==> src/design/memBusPkg.sv <==
package memBusPkg;

    // CPU side bus widths
    localparam int addrBits = 32;
    localparam int wordBits = 32;

    // RAM side is one byte wide
    localparam int byteBits = 8;

    // bytes per word, also the size of every fetch
    localparam int wordBytes = 4;

    // length field must hold the value 4
    localparam int lenBits = 3;

    // byte position inside a word
    localparam int idxBits = $clog2(wordBytes);

    typedef logic [addrBits-1:0] addr_t;

    typedef logic [byteBits-1:0] byte_t;

    typedef logic [wordBits-1:0] word_t;

    // legal values 1, 2 and 4
    typedef logic [lenBits-1:0] len_t;

    typedef logic [idxBits-1:0] byteIdx_t;

endpackage

==> src/design/memCtrlPkg.sv <==
package memCtrlPkg;

    typedef enum logic [1:0] {
        instRead  = 2'd0,
        dataRead  = 2'd1,
        dataWrite = 2'd2
    } accessKind_e;

    typedef enum logic [1:0] {
        seqIdle   = 2'd0,
        seqRun    = 2'd1,
        seqFinish = 2'd2
    } seqState_e;

    // instruction fetch unit request, held until done
    typedef struct packed {
        logic             valid;
        memBusPkg::addr_t addr;
    } fetchReq_t;

    // data cache port request, store high for a write
    typedef struct packed {
        logic             valid;
        logic             store;
        memBusPkg::len_t  len;
        memBusPkg::addr_t addr;
        memBusPkg::word_t wdata;
    } dataReq_t;

    typedef struct packed {
        logic             done;
        memBusPkg::word_t inst;
    } fetchResp_t;

    typedef struct packed {
        logic             done;
        memBusPkg::word_t data;
    } dataResp_t;

    // winning request as latched by the arbiter
    typedef struct packed {
        accessKind_e      kind;
        memBusPkg::addr_t addr;
        memBusPkg::len_t  len;
        memBusPkg::word_t wdata;
    } access_t;

    // one marker per byte, aligned with the RAM read data
    typedef struct packed {
        logic               rdValid;
        memBusPkg::byteIdx_t idx;
        logic               last;
        accessKind_e        kind;
    } byteBeat_t;

endpackage

==> src/design/memByteSequencer.sv <==
`timescale 1ns/100ps

module memByteSequencer (
    input  logic                  clk,
    input  logic                  rst,
    input  logic                  stall,
    input  logic                  start,
    input  memCtrlPkg::access_t   access,
    output logic                  busy,
    output memBusPkg::addr_t      memAddr,
    output logic                  memWrite,
    output memBusPkg::byte_t      memWdata,
    output memCtrlPkg::byteBeat_t beat
);

    memCtrlPkg::seqState_e state;
    memBusPkg::byteIdx_t   idx;
    memBusPkg::byteIdx_t   addrIdx;
    logic                  isLast;
    logic                  isWrite;

    assign isWrite = (access.kind == memCtrlPkg::dataWrite);

    assign isLast = (memBusPkg::len_t'(idx) + memBusPkg::len_t'(1)) == access.len;

    // busy covers run and the cycle that hands over the last beat
    assign busy = (state != memCtrlPkg::seqIdle);

    // while stalled the RAM points at the byte already in flight
    // so its read register keeps the value the assembler still needs
    assign addrIdx = stall ? beat.idx : idx;

    // little-endian so byte idx sits at base + idx
    assign memAddr = access.addr + memBusPkg::addr_t'(addrIdx);

    assign memWrite = !stall && (state == memCtrlPkg::seqRun) && isWrite;

    assign memWdata = access.wdata[memBusPkg::byteBits*idx +: memBusPkg::byteBits];

    always_ff @(posedge clk) begin
        if (rst) begin
            state <= memCtrlPkg::seqIdle;
            idx   <= '0;
            beat  <= '0;
        end else if (!stall) begin
            case (state)
                memCtrlPkg::seqIdle: begin
                    beat <= '0;
                    if (start) begin
                        state <= memCtrlPkg::seqRun;
                        idx   <= '0;
                    end
                end
                memCtrlPkg::seqRun: begin
                    // beat lags the address by one cycle like the RAM read
                    beat.rdValid <= !isWrite;
                    beat.idx     <= idx;
                    beat.last    <= isLast;
                    beat.kind    <= access.kind;
                    if (isLast) begin
                        state <= memCtrlPkg::seqFinish;
                    end else begin
                        idx <= idx + memBusPkg::byteIdx_t'(1);
                    end
                end
                memCtrlPkg::seqFinish: begin
                    beat  <= '0;
                    state <= memCtrlPkg::seqIdle;
                end
                default: begin
                    beat  <= '0;
                    state <= memCtrlPkg::seqIdle;
                end
            endcase
        end
    end

    // strobe only on a settled access and never over a pending read beat
    writeInRun: assert property (@(posedge clk) disable iff (rst)
        memWrite |-> !beat.rdValid && $stable(access));

    // byte counter stays inside the access length
    idxInRange: assert property (@(posedge clk) disable iff (rst)
        state == memCtrlPkg::seqRun |-> memBusPkg::len_t'(idx) < access.len);

endmodule

==> config.mk <==
export PLATFORM = sky130hd
export DESIGN_NAME = memByteSequencer
export DESIGN_NICKNAME = d
export VERILOG_FILES = /design/src/design/memBusPkg.sv /design/src/design/memCtrlPkg.sv /design/src/design/memByteSequencer.sv
export SDC_FILE = /design/constraint.sdc
export NUM_CORES = 1
export LEC_CHECK = 0
export ABC_AREA = 1
export ABC_CLOCK_PERIOD_IN_PS = 4700
export BUFFER_PORTS_ARGS = -buffer_cell sky130_fd_sc_hd__buf_4
export CAP_MARGIN = 10
export CORE_MARGIN = 2
export CORE_UTILIZATION = 46
export CTS_CLUSTER_SIZE = 10
export DETAILED_ROUTE_END_ITERATION = 8
export PLACE_DENSITY = 0.89
export SETUP_SLACK_MARGIN = 0.02
export SYNTH_ARGS = -nofsm -noshare
export SYNTH_HDL_FRONTEND = slang
export SYNTH_SLANG_ARGS = --single-unit
==> constraint.sdc <==
create_clock -name clk -period 4.7 [get_ports clk]
set_input_delay 0 -clock clk [delete_from_list [all_inputs] [get_ports clk]]
set_output_delay 0 -clock clk [all_outputs]
set_load 0.05 [all_outputs]
==> flow_metrics.env <==
export IMPL_netlist_area_sq_um=1740
export IMPL_clk_pin_slew_ns=0.05
export IMPL_max_slew_margin_pct=58.9
export IMPL_ctsHtreeMaxLevel=1
export IMPL_crit_path_end="memAddr[18]"
export IMPL_violations="hold timing"
export IMPL_via_per_inst=4.97
export IMPL_clk_latency_ns=0.24
export IMPL_p_leak_nw=1.42
export IMPL_tightestPinTransition_ns=0.616
export IMPL_crit_start="idx[0]$_SDFFE_PP0P_"
export IMPL_fill_cells=345
export IMPL_dieArea_sq_um=4300
export IMPL_async_flop_share_pct=0
export IMPL_cts_root_buf="clkbuf_8"
export IMPL_synth_edf_count=0
export IMPL_cts_resized=0
export IMPL_grt_pass1_vias=2219
export IMPL_cts_sinks=10
export IMPL_ys_types=31
export IMPL_r2r_cells=5
export IMPL_status="finished, violations left"
export IMPL_fin_crit_sh_pct=60.5
export IMPL_grt_start_max_net_pins=22
export IMPL_core_sq_um=3660
export IMPL_clk_path_buf_depth=2
export IMPL_wl_per_cell_microns=12.0
export IMPL_grt_total_usage_pct=27.9
export IMPL_r2r_start="idx[0]$_SDFFE_PP0P_"
export IMPL_area_delta_synth_final_pct=56.7
export IMPL_pwr_share_comb_pct=58.7
export IMPL_synthMuxAreaShare_pct=0
export IMPL_wirelength_microns=5830
export IMPL_drtPass1Iterations=4
export IMPL_ant_nets=0
export IMPL_layout_common_cells="120 x buf_4, 102 x nand2_1, 50 x nor2_1"
export IMPL_finalSetupViolations=0
export IMPL_cp_end_kind="output port"
export IMPL_antenna_found_initial=0
export IMPL_synth_area_per_cell_sq_um=5.48
export IMPL_synth_top_family_by_area="simple AND/OR/NAND/NOR gates"
export IMPL_synth_flop_cell="dfxtp_1"
export IMPL_cap_violations=0
export IMPL_synth_seq_area_share_pct=11.5
export IMPL_vias=2406
export IMPL_cp_max_fo=21
export IMPL_synthCells=318
export IMPL_drtIter0Drc=120
export IMPL_netSwitchingFraction_pct=45.5
export IMPL_fin_area_sq_um=2730
export IMPL_slew_violations=0
export IMPL_seq_power_share_pct=19.5
export IMPL_chipHeight_microns=65.6
export IMPL_setup_tns_ns=0
export IMPL_overflow=0
export IMPL_dpl_hpwl_microns=4970
export IMPL_drc=0
export IMPL_finish_utilization_pct=74.7
export IMPL_power_internal_mw=0.265
export IMPL_clkPwrFrac_pct=21.9
export IMPL_boundaryPins=121
export IMPL_final_hold_violation_count=3
export IMPL_clock_skew_ns=0.00124
export IMPL_finalNetCount=514
export IMPL_yosys_area_share_simple_pct=54.4
export IMPL_rsz0062_at_grt="no"
export IMPL_hold_ws_ns=-0.00109
export IMPL_cts_tree="yes"
export IMPL_start_util_pct=47.6
export IMPL_crit_required_ns=4.70
export IMPL_r2r_setup_slack_ns=2.86
export IMPL_floorplan_die_width_microns=65.6
export IMPL_synth_adder_area_share_pct=3.30
export IMPL_max_freq_ghz=0.352
export IMPL_port_buffers=120
export IMPL_syn_num_nets=395
export IMPL_place_area_sq_um=2680
export IMPL_synth_seq_cells=10
export IMPL_ir_drop_uv=82.0
export IMPL_arrival_ns=2.84
export IMPL_worstHoldPathType="in2reg"
export IMPL_diodes=0
export IMPL_final_common_cell="buf_4"
export IMPL_power_total_mw=0.485
export IMPL_cts_hold_buf=0
export IMPL_worstSetupPathType="reg2out"
export IMPL_crit_path_start_kind="flop"
export IMPL_p_switching_mw=0.221
export IMPL_yosysWarningCount=0
export IMPL_gp_congestion=0.920
export IMPL_period_minus_slack_ns=2.84
export IMPL_grt_pass1_wl_microns=9520
export IMPL_p_per_area_nw_per_um2=178
export IMPL_r2r_end="idx[0]$_SDFFE_PP0P_"
export IMPL_cts_setup_buffers=0
export IMPL_synth_compound_area_share_pct=11.8
export IMPL_num_rows=22
export IMPL_drive_above_1_share_pct=34.6
export IMPL_numCtsBuffers=3
export IMPL_synth_xor_area_share_pct=8.46
-- power groups by stage --
stage	Clock, mW	Sequential (mW)	Combinational, mW
after CTS	0.107	0.0943	0.285
final	0.106	0.0944	0.285
after floorplan	0	0.0942	0.174
after detailed placement	0	0.0959	0.284
after global placement	0	0.0957	0.281
after global routing	0.110	0.0953	0.302
-- worst max-delay path: stages (launching register included) --
cell and delay, ns:
dfxtp_1 0.71, a21oi_1 0.17, inv_1 0.09, ha_1 0.17, inv_1 0.06, fa_1 0.42, inv_1 0.09, nand3_2 0.13
nor2_4 0.21, nand2_4 0.10, nor2_8 0.11, nand2_1 0.07, nand2_1 0.06, nand2_1 0.04, buf_4 0.18
-- kinds of logic (layout without fill, tap and decap cells) --
| logic type | count (synthesis) | in the layout |
|---|---|---|
| compound gates | 38 | 38 |
| buf+inv | 48 | 166 |
| fa+ha+maj | 4 | 4 |
| simple gates | 202 | 202 |
| flops | 10 | 10 |
| xor+xnor | 16 | 16 |
-- metrics by stage --
stage | setup WS [ns] | cells | hold WS [ns]
detailed placement | 2.11 | 480 | 0.246
global placement | 2.19 | 480 | 0.244
CTS | 1.85 | 484 | 0.00139
global route | 1.59 | 484 | 0.0214
floorplan | 1.91 | 318 | 0.143
finish | 1.86 | 484 | -0.00109
-- registers in the layout, indices dropped and copies added (netlist names) --
register,cells
state,2
idx,2
beat,6
-- routing by layer --
metal	track usage (%)	routed length, microns	up-vias
met5	0	0	-
li1	-	-	1244
met3	3.42	328	6
met2	58.2	3140	81
met4	5.21	55	0
met1	29.2	2300	1075
-- Yosys cell counts, types with 2 or more instances --
master,number,area [sq um]
nor2_4,3,33.8
inv_2,4,15.0
nand2_2,3,18.8
buf_2,3,15.0
o22ai_1,8,50.1
nand3_1,9,45.0
nand3_2,2,20.0
nor2_2,5,31.3
nand2_1,102,383
clkbuf_1,2,7.51
nand3b_1,8,60.1
xnor2_1,6,52.6
a211oi_1,2,15.0
o21ai_0,17,85.1
xor2_1,9,78.8
nor3_2,6,60.1
a21oi_1,11,55.1
inv_1,37,139
nand4_1,5,31.3
dfxtp_1,10,200
nor3_1,5,25.0
ha_1,3,37.5
nor2_1,50,188
-- worst min-delay path by stage --
stage	from	endpoint	slack (ns)	cells past startpoint
finish	rst	beat[0]$_SDFFE_PP0N_	-0.001	2
global route	rst	state[1]$_SDFFE_PP0P_	0.02	2
CTS	rst	beat[0]$_SDFFE_PP0N_	0.001	2
detailed placement	rst	beat[2]$_SDFFE_PP0N_	0.25	2
global placement	rst	beat[2]$_SDFFE_PP0N_	0.24	2
floorplan	access[67]	beat[0]$_SDFFE_PP0N_	0.14	2
-- area by class of cell --
class                      instances  area, sq um  share of cell area [%]
sequential                        10          200                    7.32
inverter                          42          158                    5.77
multi-input combinational        260         1360                    49.7
timing repair buffer             120          901                    33.0
tap                               48         60.1                    2.20
clock buffer                       4         55.1                    2.01
Power figures use the tool's default switching activity.
