File: src/design/memBusPkg.sv
package memBusPkg;

    // CPU side bus widths
    localparam int addrBits = 32;
    localparam int wordBits = 32;

    // RAM side is one byte wide
    localparam int byteBits = 8;

    // bytes per word, also the size of every fetch
    localparam int wordBytes = 4;

    // length field must hold the value 4
    localparam int lenBits = 3;

    // byte position inside a word
    localparam int idxBits = $clog2(wordBytes);

    typedef logic [addrBits-1:0] addr_t;

    typedef logic [byteBits-1:0] byte_t;

    typedef logic [wordBits-1:0] word_t;

    // legal values 1, 2 and 4
    typedef logic [lenBits-1:0] len_t;

    typedef logic [idxBits-1:0] byteIdx_t;

endpackage

File: src/design/memCtrlPkg.sv
package memCtrlPkg;

    typedef enum logic [1:0] {
        instRead  = 2'd0,
        dataRead  = 2'd1,
        dataWrite = 2'd2
    } accessKind_e;

    typedef enum logic [1:0] {
        seqIdle   = 2'd0,
        seqRun    = 2'd1,
        seqFinish = 2'd2
    } seqState_e;

    // instruction fetch unit request, held until done
    typedef struct packed {
        logic             valid;
        memBusPkg::addr_t addr;
    } fetchReq_t;

    // data cache port request, store high for a write
    typedef struct packed {
        logic             valid;
        logic             store;
        memBusPkg::len_t  len;
        memBusPkg::addr_t addr;
        memBusPkg::word_t wdata;
    } dataReq_t;

    typedef struct packed {
        logic             done;
        memBusPkg::word_t inst;
    } fetchResp_t;

    typedef struct packed {
        logic             done;
        memBusPkg::word_t data;
    } dataResp_t;

    // winning request as latched by the arbiter
    typedef struct packed {
        accessKind_e      kind;
        memBusPkg::addr_t addr;
        memBusPkg::len_t  len;
        memBusPkg::word_t wdata;
    } access_t;

    // one marker per byte, aligned with the RAM read data
    typedef struct packed {
        logic               rdValid;
        memBusPkg::byteIdx_t idx;
        logic               last;
        accessKind_e        kind;
    } byteBeat_t;

endpackage

File: src/design/memRespAssembler.sv
`timescale 1ns/100ps

module memRespAssembler (
    input  logic                   clk,
    input  logic                   rst,
    input  logic                   stall,
    input  memCtrlPkg::byteBeat_t  beat,
    input  memBusPkg::byte_t       memRdata,
    output memCtrlPkg::fetchResp_t fetchResp,
    output memCtrlPkg::dataResp_t  dataResp,
    output logic                   respDone
);

    memBusPkg::word_t        word;
    logic                    readFinish;
    memCtrlPkg::accessKind_e readKind;
    logic                    fetchDone;
    logic                    dataDone;

    // byte zero clears the word, so short loads come out zero-extended
    always_ff @(posedge clk) begin
        if (!stall && beat.rdValid) begin
            if (beat.idx == '0) begin
                word <= memBusPkg::word_t'(memRdata);
            end else begin
                word[memBusPkg::byteBits*beat.idx +: memBusPkg::byteBits] <= memRdata;
            end
        end
    end

    always_ff @(posedge clk) begin
        if (rst) begin
            readFinish <= 1'b0;
            readKind   <= memCtrlPkg::instRead;
            fetchDone  <= 1'b0;
            dataDone   <= 1'b0;
        end else if (!stall) begin
            // read done waits one cycle for the last byte to land in word
            readFinish <= beat.rdValid && beat.last;
            readKind   <= beat.kind;
            fetchDone  <= readFinish && (readKind == memCtrlPkg::instRead);
            dataDone   <= (readFinish && (readKind == memCtrlPkg::dataRead))
                       || (beat.last && (beat.kind == memCtrlPkg::dataWrite));
        end
    end

    // done registers hold through a stall, show them once it clears
    assign fetchResp.done = fetchDone && !stall;
    assign fetchResp.inst = word;
    assign dataResp.done  = dataDone && !stall;
    assign dataResp.data  = word;

    assign respDone = fetchResp.done || dataResp.done;

    // one client served at a time
    oneDoneAtATime: assert property (@(posedge clk) disable iff (rst)
        !(fetchResp.done && dataResp.done));

endmodule

File: config.mk
export PLATFORM = sky130hd
export DESIGN_NAME = memRespAssembler
export DESIGN_NICKNAME = d
export VERILOG_FILES = /design/src/design/memBusPkg.sv /design/src/design/memCtrlPkg.sv /design/src/design/memRespAssembler.sv
export SDC_FILE = /design/constraint.sdc
export NUM_CORES = 1
export LEC_CHECK = 0
export ABC_AREA = 1
export BUFFER_PORTS_ARGS = -buffer_cell sky130_fd_sc_hd__buf_2
export CORE_ASPECT_RATIO = 0.75
export CORE_MARGIN = 3
export CORE_UTILIZATION = 26
export CTS_CLUSTER_SIZE = 16
export DETAILED_ROUTE_END_ITERATION = 10
export GPL_TIMING_DRIVEN = 1
export HOLD_SLACK_MARGIN = 0.05
export PLACE_DENSITY_LB_ADDON = 0.08
export SLEW_MARGIN = 20
export SYNTH_ARGS = -nofsm -noshare
export SYNTH_HDL_FRONTEND = slang
export SYNTH_SLANG_ARGS = --single-unit
File: constraint.sdc
create_clock -name clk -period 2.5 [get_ports clk]
set_input_delay 0.375 -clock clk [delete_from_list [all_inputs] [get_ports clk]]
set_output_delay 0.375 -clock clk [all_outputs]
set_load 0.01 [all_outputs]
==> impl_metrics.yaml, run 1 <==
status:
  status: "completed"
synth:
  postSynthAreaPerCell_um2: 9.044
  synth_warnings: 0
  syn_inst: 232
  synth.top_cells.by_count: "nand2_1, buf_4, inv_1"
  yosysMostFrequentCell: "nand2_1"
  synth_edf_count: 32
  ys_seq_area_share_pct: 50.57
  synth_area_mm2: 0.002098
  synth_area_leader_cell: "edfxtp_1"
  synth_ff_type: "edfxtp_1"
  async_reset_ff_share_pct: 0
  ys_ff_latch: 37
  synthTopCellsByArea: "edfxtp_1, buf_4, nand2_1"
  ys_types: 18
  syn-num-nets: 254
  yosys.area.top_type_share_pct: 45.80
floorplanning:
  dieHeight_um: 83.80
  rows: 27
  die_width_um: 109.7
  coreArea_mm2: 0.007601
  die_area_mm2: 0.009195
  io_pins: 84
  start_util_pct: 27.60
timing:
  finClkSkew_ps: 0.3536
  fmax_mhz: 664.9
  final-setup-viol-count: 0
  slew_viol_final: 0
  rsz0062_at_grt: "no"
  fin_tns_setup_ps: 0
  maxSlewHeadroom_pct: 74.75
  finalHoldViolCount: 0
  final.period_utilization_pct: 60.16
  post-route-min-period_ps: 1504
  tightest_slew_ps: 378.8
clock_network:
  cts-root-buf: "clkbuf_8"
  cts_tree: "done"
  holdBufCountCts: 0
  clkSinkCount: 37
  clk_pin_slew_ps: 70
  h-tree-depth: 2
  insertion_delay_ps: 280
  cts_made_buffers: 5
  cts_resized: 0
  postCtsSetupRepairBufs: 0
  clockBufferDepth: 2
setup_path:
  cp.required_ps: 2540
  critPathKind: "in -> reg"
  reg2reg_to: "word[9]$_SDFFCE_PP0P_"
  path_buf_inv: 3
  cp_top_family: "buffers and inverters"
  cpPeakStageDelay_ps: 380
  startpoint_type: "primary input"
  worstPathCellList: "buf_2 -> inv_1 -> ha_1 -> nand2_1 -> clkinv_2 -> nand3_1 -> a21oi_2"
  r2r-start: "word[9]$_SDFFCE_PP0P_"
  ff2ff_setup_slack_ps: 1540
  path_max_fanout: 12
  crit_path_end_kind: "flop"
  r2r_cells: 4
  crit_arrival_ps: 1540
  cp_slowest_cell: "ha_1"
hold_path:
  min_to: "readFinish$_SDFFE_PP0N_"
  hold_depth: 2
  worstHoldPathType: "in -> reg"
  min_from: "rst"
power_and_ir_drop:
  power_switching_uw: 359.0
  power.density_mw_per_mm2: 539.7
  power_frac_seq_pct: 54.5
  p_clk_share_pct: 29.7
  p_total_mw: 1.324
  p_sw_share_pct: 27.12
  power_frac_comb_pct: 15.8
  max-vdd-ir-drop_mv: 0.1983
  internal_power_uw: 964.5
  leakagePower_nw: 1.197
drt:
  finalWirelength_um: 5073
  vias_per_cell: 4.124
  drc: 0
  via_count: 1596
  dr.pass1.iters: 4
  first_iter_violations: 89
  wl_per_cell_um: 13.11
  ant_nets: 0
placed_design:
  io_buffers: 83
  gp_congestion: 0.7555
  hpwl_um: 3863
global_route:
  overflow: 0
  grt_pass1_vias: 1581
  antenna_found_initial: 0
  grt_pass1_wl_um: 8169
  globalRouteTotalUtil_pct: 11.49
  grt_max_degree: 26
cells_and_area:
  area_growth_pct: 16.88
  seqCellArea_mm2: 0.001061
  antenna_cells: 0
  fillers: 826
  finalNetCount: 309
  drive_above_1_share_pct: 37.41
  multi_input_area_um2: 598.1
flow_run:
  max_cap_viol_count: 0
## worst max path at each step
stage                     startpoint                     end  slack [ps]  cells after the start
final                        beat[3]  word[22]$_SDFFCE_PP0P_        1000                      7
after global routing         beat[3]   word[9]$_SDFFCE_PP0P_         880                      7
after CTS                    beat[3]  word[21]$_SDFFCE_PP0P_        1010                      7
after detailed placement     beat[3]  word[21]$_SDFFCE_PP0P_         700                      7
after global placement       beat[3]  word[22]$_SDFFCE_PP0P_         720                      7
after floorplan              beat[5]  word[10]$_SDFFCE_PP0P_         630                      2
## metal layers
metal,global-route usage [%],share of wire [%],up-vias,wire (µm)
met5,0,0,-,0
met4,2.718,0.71,0,36
met3,3.016,8.0,4,407
met2,16.01,38,64,1936
met1,17.46,53,721,2693
li1,-,-,807,-
## final cells by class
cell class | instances | share of cell area [%]
sequential | 37 | 43.27
multi-input combinational | 117 | 24.39
timing repair buffer | 87 | 18.16
inverter | 39 | 6.020
tap | 101 | 5.153
clock buffer | 5 | 2.806
clock inverter | 1 | 0.2041
## cells by family (layout without fill, tap and decap cells)
family	Yosys count	count (layout)	share of synthesized area, %
compound gates	33	33	9.302
fa+ha+maj	5	5	2.982
buf+inv	78	132	21.05
flops	37	37	50.57
simple gates	79	79	16.10
## cells in the final DEF, fill, tap and decap left out
cell type  synthesis  final
buf_4             37      4
nor2_8             1      1
clkinv_2           1      2
buf_2              1     83
o21ai_0            3      3
nand2_1           45     45
dfxtp_1            5      5
a21oi_1           22     22
clkbuf_8           0      5
and3_1             1      1
a21oi_2            8      8
nand3_1           12     12
nor2_2             0      1
edfxtp_1          32     32
nor2_4             1      1
inv_2              2      2
inv_1             36     36
ha_1               5      5
nor2_1            19     18
## power groups by stage
stage	logic, mW	registers (mW)	clock network, mW
after global placement	0.214	0.735	0
after global routing	0.237	0.726	0.429
final	0.209	0.721	0.393
after detailed placement	0.212	0.736	0
after CTS	0.213	0.722	0.414
after floorplan	0.141	0.745	0
## through the flow
| stage | std cells | util [%] | hold slack [ps] | worst slack, ps | cell area (µm²) |
|---|---|---|---|---|---|
| floorplan | 232 | - | 444.1 | 633.9 | 2098 |
| global placement | 381 | 31.29 | 470.5 | 717.0 | 2379 |
| detailed placement | 381 | 31.29 | 464.7 | 699.1 | 2379 |
| CTS | 387 | 32.26 | 272.1 | 1011 | 2452 |
| global route | 387 | 32.26 | 282.0 | 882.8 | 2452 |
| finish | 387 | 32.26 | 280.1 | 996.1 | 2452 |
## sequential cells by signal (all words and copies together), names as in the netlist
name	flops
word	32
fetchDone	1
dataDone	1
readFinish	1
readKind	2
Note: power is estimated with default switching activity, not from simulation.
==> run 2: changes to the inputs <==
==> constraint.sdc (replaced) <==
create_clock -name clk -period 1.3 [get_ports clk]
set_input_delay 0.195 -clock clk [delete_from_list [all_inputs] [get_ports clk]]
set_output_delay 0.195 -clock clk [all_outputs]
set_load 0.01 [all_outputs]
==> run 2 against run 1 <==
Non-clock buffer count increased by 9. First-iteration DRC count decreased by 20%. Die area is the same. Highest routed layer unchanged. Sequential share of layout area is 2.5 points lower. Clock skew is 1.5 ps higher. Largest cell class unchanged. Sequential power rose by 93%. Setup slack worse by 840 ps. Hold slack worse by 180 ps.
==> impl_metrics.yaml, run 2 (synthesized netlist as in run 1, its figures left out) <==
timing:
  fmax_mhz: 874.0
  tightest_slew_ps: 222.4
  post-route-min-period_ps: 1144
  final.period_utilization_pct: 88.02
  final-setup-viol-count: 0
  finalHoldViolCount: 0
  slew_viol_final: 0
  whs_ps: 96.15
  rsz0062_at_grt: "no"
  maxSlewHeadroom_pct: 85.14
  finClkSkew_ps: 1.845
cells_and_area:
  antenna_cells: 0
  fin_area_mm2: 0.002601
  final_cell_mix: "buf_2, nand2_1, inv_1"
  area_growth_pct: 23.97
  layout_commonest_cell: "buf_2"
  drive_above_1_share_pct: 39.53
  finalNetCount: 318
  top_regs: "word x32, readKind x2"
  top_register: "word"
  post-route-util_pct: 34.22
  largest_reg_flops: 32
  fillers: 816
power_and_ir_drop:
  power_frac_comb_pct: 17.0
  internal_power_mw: 1.900
  power.density_mw_per_mm2: 1005
  max-vdd-ir-drop_mv: 0.3431
  power_switching_uw: 713.0
  p_total_mw: 2.613
  p_clk_share_pct: 30.0
  power_frac_seq_pct: 53.0
  leakagePower_nw: 1.255
  p_sw_share_pct: 27.28
clock_network:
  cts_resized: 0
  holdBufCountCts: 0
  cts_tree: "done"
  h-tree-depth: 2
  clkSinkCount: 37
  clk_pin_slew_ps: 70
  insertion_delay_ps: 280
  clockBufferDepth: 2
  cts_made_buffers: 5
  cts-root-buf: "clkbuf_8"
  postCtsSetupRepairBufs: 0
floorplanning:
  dieHeight_um: 83.80
  io_pins: 84
  rows: 27
  start_util_pct: 27.60
  die_area_mm2: 0.009195
  coreArea_mm2: 0.007601
  die_width_um: 109.7
drt:
  ant_nets: 0
  vias_per_cell: 4.020
  first_iter_violations: 71
  finalWirelength_um: 4968
  via_count: 1596
  dr.pass1.iters: 6
  wl_per_cell_um: 12.51
  drc: 0
placed_design:
  hpwl_um: 3816
  io_buffers: 83
  gp_congestion: 0.6987
  place_area_mm2: 0.002521
flow_run:
  max_cap_viol_count: 0
global_route:
  grt_pass1_wl_um: 7783
  overflow: 0
  grt_max_degree: 25
  antenna_found_initial: 0
  grt_pass1_vias: 1558
  globalRouteTotalUtil_pct: 10.91
hold_path:
  worstHoldPathType: "in -> reg"
setup_path:
  worstPathCellList: "inv_1 -> a21oi_1 -> buf_2"
  critPathKind: "reg -> out"
  crit_path_end_kind: "primary output"
  crit_arrival_ps: 950
  cp.required_ps: 1110
  path_max_fanout: 2
  cp_slowest_cell: "dfxtp_1"
  startpoint_type: "flop"
  cpPeakStageDelay_ps: 340
status:
  status: "completed"
[run 2: cell types whose count changed in the layout (fill, tap and decap cells not counted)]
| cell | delta |
|---|---|
| ha_4 | +1 |
| buf_12 | +5 |
| clkinv_2 | -1 |
| ha_1 | -1 |
| clkinv_1 | +1 |
| buf_4 | +4 |
| clkinvlp_4 | +1 |
[run 2: routing by layer]
metal | wire length (µm) | GRT usage, % | vias to the layer above
li1 | - | - | 831
met1 | 2431 | 15.09 | 710
met2 | 2184 | 16.84 | 53
met3 | 322 | 2.862 | 2
met4 | 29 | 2.718 | 0
met5 | 0 | 0 | -
[run 2: per-stage QoR]
step | setup WS (ps) | cells | setup TNS, ps
2_1_floorplan | 31.20 | 232 | 0
3_5_place_dp | -63.16 | 390 | -916.9
5_1_grt | 47.46 | 397 | 0
3_3_place_gp | -38.94 | 390 | -448.9
6_report | 155.8 | 397 | 0
4_1_cts | 148.1 | 397 | 0
[run 2: area by class of cell]
| cell class | instances | area [µm²] | share of cell area, % |
|---|---|---|---|
| well taps | 101 | 126.4 | 4.858 |
| clock inverters | 2 | 11.26 | 0.4329 |
| multi-input cells | 117 | 610.6 | 23.47 |
| repair buffers | 96 | 575.6 | 22.13 |
| clock buffers | 5 | 68.82 | 2.646 |
| flip-flops and latches | 37 | 1061 | 40.79 |
| inverters | 39 | 147.6 | 5.676 |
[run 2: worst max-delay path, delay by kind of cell, from the launching register on]
family | cells | cell delay [ps]
flops | 1 | 340
compound gates | 1 | 130
buf+inv | 2 | 200
[run 2: power by group through the flow]
stage          registers, mW  logic (mW)  clock network (mW)
3_3_place_gp            1.41       0.456                   0
3_5_place_dp            1.41       0.452                   0
4_1_cts                 1.39       0.455               0.817
5_1_grt                 1.40       0.500               0.869
2_1_floorplan           1.43       0.276                   0
6_report                1.39       0.445               0.783
[run 2: path summary, 6_finish.rpt]
check	startpoint	end	slack (ps)	cells after the start
max	fetchDone$_SDFFE_PP0N_	respDone	160	3
min	rst	readFinish$_SDFFE_PP0N_	100	2
max reg2reg	word[9]$_SDFFCE_PP0P_	word[9]$_SDFFCE_PP0P_	360	4
min reg2reg	readKind[0]$_SDFFE_PP0N_	readKind[0]$_SDFFE_PP0N_	480	2
