<file path="src/design/memBusPkg.sv">
package memBusPkg;

    // CPU side bus widths
    localparam int addrBits = 32;
    localparam int wordBits = 32;

    // RAM side is one byte wide
    localparam int byteBits = 8;

    // bytes per word, also the size of every fetch
    localparam int wordBytes = 4;

    // length field must hold the value 4
    localparam int lenBits = 3;

    // byte position inside a word
    localparam int idxBits = $clog2(wordBytes);

    typedef logic [addrBits-1:0] addr_t;

    typedef logic [byteBits-1:0] byte_t;

    typedef logic [wordBits-1:0] word_t;

    // legal values 1, 2 and 4
    typedef logic [lenBits-1:0] len_t;

    typedef logic [idxBits-1:0] byteIdx_t;

endpackage

</file>
<file path="src/design/memCtrlPkg.sv">
package memCtrlPkg;

    typedef enum logic [1:0] {
        instRead  = 2'd0,
        dataRead  = 2'd1,
        dataWrite = 2'd2
    } accessKind_e;

    typedef enum logic [1:0] {
        seqIdle   = 2'd0,
        seqRun    = 2'd1,
        seqFinish = 2'd2
    } seqState_e;

    // instruction fetch unit request, held until done
    typedef struct packed {
        logic             valid;
        memBusPkg::addr_t addr;
    } fetchReq_t;

    // data cache port request, store high for a write
    typedef struct packed {
        logic             valid;
        logic             store;
        memBusPkg::len_t  len;
        memBusPkg::addr_t addr;
        memBusPkg::word_t wdata;
    } dataReq_t;

    typedef struct packed {
        logic             done;
        memBusPkg::word_t inst;
    } fetchResp_t;

    typedef struct packed {
        logic             done;
        memBusPkg::word_t data;
    } dataResp_t;

    // winning request as latched by the arbiter
    typedef struct packed {
        accessKind_e      kind;
        memBusPkg::addr_t addr;
        memBusPkg::len_t  len;
        memBusPkg::word_t wdata;
    } access_t;

    // one marker per byte, aligned with the RAM read data
    typedef struct packed {
        logic               rdValid;
        memBusPkg::byteIdx_t idx;
        logic               last;
        accessKind_e        kind;
    } byteBeat_t;

endpackage

</file>
<file path="src/design/memReqArbiter.sv">
`timescale 1ns/100ps

module memReqArbiter (
    input  logic                  clk,
    input  logic                  rst,
    input  logic                  stall,
    input  logic                  busy,
    input  logic                  respDone,
    input  memCtrlPkg::fetchReq_t fetchReq,
    input  memCtrlPkg::dataReq_t  dataReq,
    output logic                  start,
    output memCtrlPkg::access_t   access,
    output logic                  fetchWait,
    output logic                  dataWait
);

    logic free;
    logic takeData;
    logic takeFetch;

    // wait flags stay up until the done is seen, so a held request is not taken twice
    assign free = !stall && !busy && !respDone && !fetchWait && !dataWait;

    // data port has priority
    assign takeData  = free && dataReq.valid;
    assign takeFetch = free && fetchReq.valid && !dataReq.valid;

    always_ff @(posedge clk) begin
        if (rst) begin
            start     <= 1'b0;
            fetchWait <= 1'b0;
            dataWait  <= 1'b0;
        end else if (!stall) begin
            start <= takeData || takeFetch;
            if (takeData) begin
                fetchWait <= 1'b1;
            end else if (respDone) begin
                fetchWait <= 1'b0;
            end
            if (takeFetch) begin
                dataWait <= 1'b1;
            end else if (respDone) begin
                dataWait <= 1'b0;
            end
        end
    end

    always_ff @(posedge clk) begin
        if (takeData) begin
            access.kind  <= dataReq.store ? memCtrlPkg::dataWrite : memCtrlPkg::dataRead;
            access.addr  <= dataReq.addr;
            access.len   <= dataReq.len;
            access.wdata <= dataReq.wdata;
        end else if (takeFetch) begin
            access.kind  <= memCtrlPkg::instRead;
            access.addr  <= fetchReq.addr;
            // fetch is always a full word
            access.len   <= memBusPkg::len_t'(memBusPkg::wordBytes);
            access.wdata <= '0;
        end
    end

    // new access only once the sequencer has gone idle
    startWhileIdle: assert property (@(posedge clk) disable iff (rst)
        start |-> !busy);

endmodule

</file>
<file path="config.mk">
export PLATFORM = sky130hd
export DESIGN_NAME = memReqArbiter
export DESIGN_NICKNAME = d
export VERILOG_FILES = /design/src/design/memBusPkg.sv /design/src/design/memCtrlPkg.sv /design/src/design/memReqArbiter.sv
export SDC_FILE = /design/constraint.sdc
export NUM_CORES = 1
export LEC_CHECK = 0
export BUFFER_PORTS_ARGS = -buffer_cell sky130_fd_sc_hd__buf_2
export CORE_ASPECT_RATIO = 0.9
export CORE_MARGIN = 4
export CORE_UTILIZATION = 35
export CTS_CLUSTER_SIZE = 20
export DETAILED_ROUTE_END_ITERATION = 10
export PLACE_DENSITY = 0.74
export RECOVER_POWER = 100
export SLEW_MARGIN = 20
export SYNTH_ARGS = -nofsm -noshare
export SYNTH_HDL_FRONTEND = slang
export SYNTH_SLANG_ARGS = --single-unit
</file>
<file path="constraint.sdc">
create_clock -name clk -period 3.3 [get_ports clk]
set_clock_uncertainty 0.05 [all_clocks]
set_input_delay 0.66 -clock clk [delete_from_list [all_inputs] [get_ports clk]]
set_output_delay 0.66 -clock clk [all_outputs]
set_load 0.02 [all_outputs]
</file>
==> results of run 1 <==
==> through the flow <==
step	std cells	hold WS, ps	utilization	setup WS [ps]
finish	467	429	0.487	780
global placement	451	415	0.488	942
CTS	467	420	0.512	1240
global route	467	439	0.487	591
floorplan	162	477	-	387
detailed placement	451	403	0.488	849
==> layout by cell type, fill, tap and decap left out <==
cell type	instances
a21oi_1	3
and2_0	6
and2_1	3
and2_2	26
and3_1	1
buf_2	105
bufinv_16	1
clkbuf_1	75
clkbuf_2	1
clkbuf_8	9
clkinv_1	2
clkinv_4	1
clkinvlp_4	4
dfxtp_1	3
edfxtp_1	69
mux2_1	28
mux2_2	4
nand2_1	3
nand2b_1	1
nand3_4	1
nand4b_1	1
nor2_1	2
nor3_4	1
o211ai_1	1
or2b_1	1
==> registers in the layout (all words and copies together) (netlist names) <==
register / count
access: 69
dataWait: 1
fetchWait: 1
start: 1
==> layer usage <==
metal | GRT usage | wire [µm] | share of wire | vias to the layer above
li1 | - | - | - | 964
met1 | 0.142 | 2720 | 0.39 | 943
met2 | 0.238 | 3380 | 0.49 | 112
met3 | 0.0563 | 729 | 0.11 | 10
met4 | 0.0518 | 104 | 0.015 | 0
met5 | 0 | 0 | 0 | -
==> critical path: stages <==
cell,delay [ps]
clkbuf_1,90
nor2_1,300
o211ai_1,180
clkinv_1,90
clkbuf_1,1080
==> how the worst min path moves through the flow <==
stage | end | cells past startpoint
floorplan | start | 2
global placement | start | 2
detailed placement | start | 2
CTS | start | 2
global route | start | 2
finish | start | 2
==> power groups by stage <==
| stage | clock (mW) | sequential, mW | combinational, mW |
|---|---|---|---|
| 2_1_floorplan | 0 | 1.09 | 0.0663 |
| 3_3_place_gp | 0 | 1.06 | 0.195 |
| 3_5_place_dp | 0 | 1.06 | 0.200 |
| 4_1_cts | 0.706 | 1.04 | 0.200 |
| 5_1_grt | 0.743 | 1.04 | 0.186 |
| 6_report | 0.684 | 1.04 | 0.168 |
==> Yosys cell counts <==
cell type / n
a21oi_1: 3
and2_1: 9
and2_2: 26
and3_1: 1
buf_6: 3
clkbuf_2: 4
dfxtp_1: 3
edfxtp_1: 69
inv_1: 1
mux2_2: 4
mux2_4: 28
nand2_1: 3
nand2b_1: 1
nand3_4: 1
nand4b_1: 1
nor2_1: 2
nor3_4: 1
o211ai_1: 1
or2b_1: 1
==> area by class of cell <==
class / instances / area (µm²) / area share
clock buffers: 9 / 124 / 0.0309
clock inverters: 7 / 72.6 / 0.0181
inverters: 1 / 3.75 / 0.000938
multi-input cells: 82 / 716 / 0.179
flip-flops and latches: 72 / 2130 / 0.532
well taps: 115 / 144 / 0.0359
repair buffers: 181 / 812 / 0.203
==> logic make-up (layout without fill, tap and decap cells) <==
family,after synthesis,after routing,share of synthesized area
buf+inv,8,198,0.0191
simple gates,46,46,0.111
compound gates,4,4,0.00748
mux,32,32,0.155
flops,72,72,0.708
==> impl_results.html, run 1 <==
<table>
<tr><th>Metric</th><th>Value</th></tr>
<tr><th colspan="2">Status</th></tr>
<tr><td>Run status</td><td>complete, no violations</td></tr>
<tr><th colspan="2">Synthesis</th></tr>
<tr><td>Number of synthesized register bits</td><td>72</td></tr>
<tr><td>Sequential fraction of the synthesis area</td><td>0.708</td></tr>
<tr><td>Warnings from Yosys</td><td>0</td></tr>
<tr><td>Post-synthesis area per instance</td><td>18.6 µm²</td></tr>
<tr><td>Main area contributors after synthesis</td><td>edfxtp_1, mux2_4, and2_2, dfxtp_1, and2_1</td></tr>
<tr><td>Area share of the largest cell type after synthesis</td><td>0.688</td></tr>
<tr><td>Number of instances in the synthesized netlist</td><td>162</td></tr>
<tr><td>Number of nets produced by synthesis</td><td>269</td></tr>
<tr><td>Library cell with the largest summed area after synthesis</td><td>edfxtp_1</td></tr>
<tr><td>Distinct cell type count after synthesis</td><td>19</td></tr>
<tr><td>Cell Area, Synth</td><td>3010 µm²</td></tr>
<tr><th colspan="2">Detailed routing</th></tr>
<tr><td>Overall routed net length</td><td>6.93 mm</td></tr>
<tr><td>Total number of vias</td><td>2,029</td></tr>
<tr><td>WL/cell</td><td>14.8 µm</td></tr>
<tr><td>Post-detailed-route DRC marker count</td><td>0</td></tr>
<tr><td>Initial detailed-routing violation count</td><td>57</td></tr>
<tr><td>Per-cell via count in the routed design</td><td>4.34</td></tr>
<tr><td>Antenna-violating nets left</td><td>0</td></tr>
<tr><td>Total iterations of the first detailed-routing run</td><td>4</td></tr>
<tr><th colspan="2">Worst setup path</th></tr>
<tr><td>R2R cell count</td><td>4</td></tr>
<tr><td>End point of the critical path</td><td>access[4]</td></tr>
<tr><td>Worst EP arrival</td><td>2420 ps</td></tr>
<tr><td>Worst setup path start</td><td>respDone</td></tr>
<tr><td>Crit path launch type</td><td>input pin</td></tr>
<tr><td>Worst path required time</td><td>3200 ps</td></tr>
<tr><td>Maximum fanout encountered on the critical timing path</td><td>27</td></tr>
<tr><td>FF-to-FF Start</td><td>dataWait</td></tr>
<tr><td>Crit end category</td><td>register</td></tr>
<tr><td>Flop2flop setup slack</td><td>880 ps</td></tr>
<tr><td>Endpoint of the worst register-to-register path</td><td>access[4]</td></tr>
<tr><td>Worst setup path category</td><td>input pin to register</td></tr>
<tr><th colspan="2">STA</th></tr>
<tr><td>Final setup violation count</td><td>0</td></tr>
<tr><td>Transition at the pin with the smallest max-transition slack</td><td>1490 ps</td></tr>
<tr><td>Shortest period the worst path allows</td><td>2520 ps</td></tr>
<tr><td>Ratio of final minimum period to clock period</td><td>0.764</td></tr>
<tr><td>Slew Limit Headroom</td><td>0.00595</td></tr>
<tr><td>Number of failing hold endpoints at the final stage</td><td>0</td></tr>
<tr><td>Setup TNS Final</td><td>0 ps</td></tr>
<tr><td>Fmax achieved</td><td>397 MHz</td></tr>
<tr><td>Final number of max-transition violations</td><td>0</td></tr>
<tr><td>Setup repair after global routing missed its margin</td><td>no</td></tr>
<tr><th colspan="2">Power</th></tr>
<tr><td>Int Pwr</td><td>1.45 mW</td></tr>
<tr><td>Power density over the cells</td><td>472 nW/µm²</td></tr>
<tr><td>Clock network fraction of total power</td><td>0.362</td></tr>
<tr><td>Seq pwr share</td><td>0.549</td></tr>
<tr><td>Reported net switching power</td><td>0.436 mW</td></tr>
<tr><td>Total Power Consumption</td><td>1.89 mW</td></tr>
<tr><td>Peak supply drop</td><td>244 µV</td></tr>
<tr><td>Combinational share of power</td><td>0.089</td></tr>
<tr><td>Switching part of the total</td><td>0.231</td></tr>
<tr><td>Leakage</td><td>1.49 nW</td></tr>
<tr><th colspan="2">Floorplanning</th></tr>
<tr><td>Boundary Pins</td><td>179</td></tr>
<tr><td>Vertical extent of the die</td><td>96.0 µm</td></tr>
<tr><td>Initial core utilization</td><td>0.366</td></tr>
<tr><td>Die span in x</td><td>106 µm</td></tr>
<tr><td>Die Area</td><td>10,200 µm²</td></tr>
<tr><td>Area of the core</td><td>8220 µm²</td></tr>
<tr><td>Std-Cell Rows</td><td>31</td></tr>
<tr><th colspan="2">Layout</th></tr>
<tr><td>Post-Layout Inst Area</td><td>4000 µm²</td></tr>
<tr><td>Area growth from synthesis to layout</td><td>33.0%</td></tr>
<tr><td>Ant diodes</td><td>0</td></tr>
<tr><td>Final-layout fill cell count</td><td>824</td></tr>
<tr><td>Number of nets in the layout</td><td>454</td></tr>
<tr><td>Ratio of cells with drive above 1 in the final layout</td><td>0.435</td></tr>
<tr><th colspan="2">CTS</th></tr>
<tr><td>Clock root buffer master</td><td>clkbuf_8</td></tr>
<tr><td>Deepest level of the CTS H-tree</td><td>3</td></tr>
<tr><td>CTS-repair resized insts</td><td>0</td></tr>
<tr><td>CTS clock-pin slew for the worst setup and hold paths</td><td>80 ps</td></tr>
<tr><td>Clock sinks</td><td>72</td></tr>
<tr><td>Clock tree buffer depth</td><td>2</td></tr>
<tr><td>Setup Fix Bufs, Post-CTS</td><td>0</td></tr>
<tr><td>Post-CTS Hold Fix Bufs</td><td>0</td></tr>
<tr><td>Worst skew pair latency</td><td>340 ps</td></tr>
<tr><td>Number of CTS-inserted buffers</td><td>9</td></tr>
<tr><td>Clock tree from TritonCTS</td><td>built</td></tr>
<tr><th colspan="2">Place</th></tr>
<tr><td>Global placer's final weighted congestion</td><td>0.730</td></tr>
<tr><td>Number of buffers added on ports</td><td>178</td></tr>
<tr><td>Total cell area at the placement stage</td><td>4010 µm²</td></tr>
<tr><td>Placed wire-length estimate</td><td>5.18 mm</td></tr>
<tr><th colspan="2">Global route</th></tr>
<tr><td>Wire length of the first global-routing pass</td><td>10.3 mm</td></tr>
<tr><td>Maximum number of pins on one net before global-route repair</td><td>43</td></tr>
<tr><td>Total overflow reported by the global router</td><td>0</td></tr>
<tr><td>Initial antenna violation count</td><td>0</td></tr>
<tr><td>Number of global-route vias before repair</td><td>2,144</td></tr>
<tr><td>GRT Total Usage</td><td>0.133</td></tr>
<tr><th colspan="2">Min path</th></tr>
<tr><td>Hold/Removal Path Class</td><td>register to register</td></tr>
<tr><td>Worst Min Path Start</td><td>start</td></tr>
<tr><th colspan="2">Run</th></tr>
<tr><td># Max-Cap Violations</td><td>0</td></tr>
</table>
Power figures use the tool's default switching activity.
==> run 2, diff against run 1 <==
==> constraint.sdc (replaced) <==
create_clock -name clk -period 2.5 [get_ports clk]
set_clock_uncertainty 0.05 [all_clocks]
set_input_delay 0.5 -clock clk [delete_from_list [all_inputs] [get_ports clk]]
set_output_delay 0.5 -clock clk [all_outputs]
set_load 0.02 [all_outputs]
==> run 2 against run 1 <==
Worst setup slack got worse by 280 ps; worst hold slack got worse by 120 ps; final area rose by 0.72%; clock-buffer cell count rose by 3; wire length fell by 0.91%; sequential power rose by 32%; flip-flop and latch count did not move; critical path type is now register to register; final cell count rose by 0.43%; clock power rose by 24%; largest power group unchanged; die area did not move; global-route usage rose by 0.11 points.
==> impl_results.html, run 2 (synthesis results as in run 1) <==
<table>
<tr><th>Metric</th><th>Value</th></tr>
<tr><th colspan="2">CTS</th></tr>
<tr><td>Clock root buffer master</td><td>clkbuf_8 (unchanged)</td></tr>
<tr><td>CTS-repair resized insts</td><td>0 (unchanged)</td></tr>
<tr><td>Clock tree buffer depth</td><td>2 (unchanged)</td></tr>
<tr><td>Clock sinks</td><td>72 (unchanged)</td></tr>
<tr><td>Worst skew pair latency</td><td>330 ps (was 340 ps)</td></tr>
<tr><td>Post-CTS Hold Fix Bufs</td><td>0 (unchanged)</td></tr>
<tr><td>Deepest level of the CTS H-tree</td><td>3 (unchanged)</td></tr>
<tr><td>Number of CTS-inserted buffers</td><td>9 (unchanged)</td></tr>
<tr><td>Setup Fix Bufs, Post-CTS</td><td>0 (unchanged)</td></tr>
<tr><td>Clock tree from TritonCTS</td><td>built (unchanged)</td></tr>
<tr><td>CTS clock-pin slew for the worst setup and hold paths</td><td>70 ps (was 80 ps)</td></tr>
<tr><th colspan="2">Run</th></tr>
<tr><td># Max-Cap Violations</td><td>0 (unchanged)</td></tr>
<tr><th colspan="2">Worst setup path</th></tr>
<tr><td>Maximum fanout encountered on the critical timing path</td><td>29 (was 27)</td></tr>
<tr><td>Crit path launch type</td><td>register (was input pin)</td></tr>
<tr><td>Crit end category</td><td>register (unchanged)</td></tr>
<tr><td>Worst setup path category</td><td>register to register (was input pin to register)</td></tr>
<tr><td>Worst EP arrival</td><td>1910 ps (was 2420 ps)</td></tr>
<tr><td>Worst setup path start</td><td>dataWait (was respDone)</td></tr>
<tr><td>Worst path required time</td><td>2410 ps (was 3200 ps)</td></tr>
<tr><td>FF-to-FF Start</td><td>dataWait (unchanged)</td></tr>
<tr><th colspan="2">Place</th></tr>
<tr><td>Cell total after placement</td><td>453 (was 451)</td></tr>
<tr><td>Global placer's final weighted congestion</td><td>0.782 (was 0.730)</td></tr>
<tr><td>Setup slack after placement</td><td>432 ps (was 849 ps)</td></tr>
<tr><td>Placed wire-length estimate</td><td>5.26 mm (was 5.18 mm)</td></tr>
<tr><td>Number of buffers added on ports</td><td>178 (unchanged)</td></tr>
<tr><th colspan="2">Global route</th></tr>
<tr><td>GRT Total Usage</td><td>0.135 (was 0.133)</td></tr>
<tr><td>Number of global-route vias before repair</td><td>2,085 (was 2,144)</td></tr>
<tr><td>Maximum number of pins on one net before global-route repair</td><td>41 (was 43)</td></tr>
<tr><td>Wire length of the first global-routing pass</td><td>10.4 mm (was 10.3 mm)</td></tr>
<tr><td>Total overflow reported by the global router</td><td>0 (unchanged)</td></tr>
<tr><td>Initial antenna violation count</td><td>0 (unchanged)</td></tr>
<tr><th colspan="2">Floorplanning</th></tr>
<tr><td>Boundary Pins</td><td>179 (unchanged)</td></tr>
<tr><td>Vertical extent of the die</td><td>96.0 µm (unchanged)</td></tr>
<tr><td>Die Area</td><td>10,200 µm² (unchanged)</td></tr>
<tr><td>Std-Cell Rows</td><td>31 (unchanged)</td></tr>
<tr><td>Initial core utilization</td><td>0.366 (unchanged)</td></tr>
<tr><td>Area of the core</td><td>8220 µm² (unchanged)</td></tr>
<tr><td>Die span in x</td><td>106 µm (unchanged)</td></tr>
<tr><th colspan="2">STA</th></tr>
<tr><td>Final number of max-transition violations</td><td>0 (unchanged)</td></tr>
<tr><td>Setup TNS Final</td><td>0 ps (unchanged)</td></tr>
<tr><td>Shortest period the worst path allows</td><td>2000 ps</td></tr>
<tr><td>Fmax achieved</td><td>500 MHz</td></tr>
<tr><td>Number of failing hold endpoints at the final stage</td><td>0 (unchanged)</td></tr>
<tr><td>Final setup violation count</td><td>0 (unchanged)</td></tr>
<tr><td>Least setup slack across all paths after layout</td><td>501 ps (was 780 ps)</td></tr>
<tr><td>Transition at the pin with the smallest max-transition slack</td><td>731 ps (was 1490 ps)</td></tr>
<tr><td>Setup repair after global routing missed its margin</td><td>no (unchanged)</td></tr>
<tr><td>Slew Limit Headroom</td><td>0.513 (was 0.00595)</td></tr>
<tr><td>Final-layout worst hold slack</td><td>304 ps (was 429 ps)</td></tr>
<tr><td>Ratio of final minimum period to clock period</td><td>0.799</td></tr>
<tr><th colspan="2">Detailed routing</th></tr>
<tr><td>Antenna-violating nets left</td><td>0 (unchanged)</td></tr>
<tr><td>Initial detailed-routing violation count</td><td>84 (was 57)</td></tr>
<tr><td>Total number of vias</td><td>2,011 (was 2,029)</td></tr>
<tr><td>Overall routed net length</td><td>6.87 mm (was 6.93 mm)</td></tr>
<tr><td>WL/cell</td><td>14.6 µm (was 14.8 µm)</td></tr>
<tr><td>Total iterations of the first detailed-routing run</td><td>4 (unchanged)</td></tr>
<tr><td>Post-detailed-route DRC marker count</td><td>0 (unchanged)</td></tr>
<tr><td>Per-cell via count in the routed design</td><td>4.29 (was 4.34)</td></tr>
<tr><th colspan="2">Layout</th></tr>
<tr><td>Count of non-filler cells in the finished layout</td><td>469 (was 467)</td></tr>
<tr><td>Number of nets in the layout</td><td>456 (was 454)</td></tr>
<tr><td>Max reg flops</td><td>69 (unchanged)</td></tr>
<tr><td>Highest-count cells in the layout ignoring fill and taps</td><td>buf_2, clkbuf_1, edfxtp_1, mux2_1, and2_2 (unchanged)</td></tr>
<tr><td>Area growth from synthesis to layout</td><td>34.0% (was 33.0%)</td></tr>
<tr><td>Most common library cell in the layout ignoring fill and taps</td><td>buf_2 (unchanged)</td></tr>
<tr><td>Reg with most FFs</td><td>access (unchanged)</td></tr>
<tr><td>Ant diodes</td><td>0 (unchanged)</td></tr>
<tr><td>Ratio of cells with drive above 1 in the final layout</td><td>0.435 (about the same)</td></tr>
<tr><th colspan="2">Power</th></tr>
<tr><td>Leakage</td><td>1.51 nW (was 1.49 nW)</td></tr>
<tr><td>Total Power Consumption</td><td>2.45 mW (was 1.89 mW)</td></tr>
<tr><td>Peak supply drop</td><td>277 µV (was 244 µV)</td></tr>
<tr><td>Power density over the cells</td><td>607 nW/µm² (was 472 nW/µm²)</td></tr>
<tr><th colspan="2">Min path</th></tr>
<tr><td>Hold/Removal Path Class</td><td>input pin to register (was register to register)</td></tr>
<tr><td>Worst Min Path Start</td><td>rst (was start)</td></tr>
<tr><th colspan="2">Status</th></tr>
<tr><td>Run status</td><td>complete, no violations (unchanged)</td></tr>
</table>
==> run 2: cell types whose count changed in the layout (fill, tap and decap cells not counted), sizes merged <==
cell,change
clkbuf,+2
clkinvlp,-3
buf,+3
==> run 2: critical path: stages (launching register included) <==
cell and delay, ps:
dfxtp_1 350, nor3_4 280, o211ai_1 200, clkinvlp_4 150
clkbuf_2 580
==> run 2: final timing paths <==
path	slack, ps	cells after the start	end
worst max register to register	500	4	access[38]
worst min register to register	420	2	start
worst min-delay path	300	2	dataWait
worst max-delay path	500	4	access[38]
==> run 2: power breakdown <==
group	switching, mW	internal (mW)
Combinational	0.121	0.105
Sequential	0.0101	1.36
Clock	0.393	0.457
==> run 2: routing by layer <==
| metal | wire length (µm) | up-vias | global-route usage |
|---|---|---|---|
| met5 | 0 | - | 0 |
| li1 | - | 968 | - |
| met2 | 3380 | 107 | 0.238 |
| met1 | 2570 | 924 | 0.139 |
| met3 | 798 | 12 | 0.0718 |
| met4 | 112 | 0 | 0.0421 |
==> run 2: layout make-up <==
| cell class | instances | area (µm²) |
|---|---|---|
| well taps | 115 | 144 |
| flip-flops and latches | 72 | 2130 |
| clock buffers | 12 | 135 |
| repair buffers | 183 | 853 |
| fillers | 845 | 4190 |
| clock inverters | 4 | 45.0 |
| multi-input cells | 82 | 716 |
| inverters | 1 | 7.51 |
==> run 2: through the flow <==
step	util	cell area [µm²]
2_1_floorplan	-	3010
4_1_cts	0.515	4240
3_5_place_dp	0.493	4060
5_1_grt	0.490	4030
6_report	0.490	4030
3_3_place_gp	0.493	4060
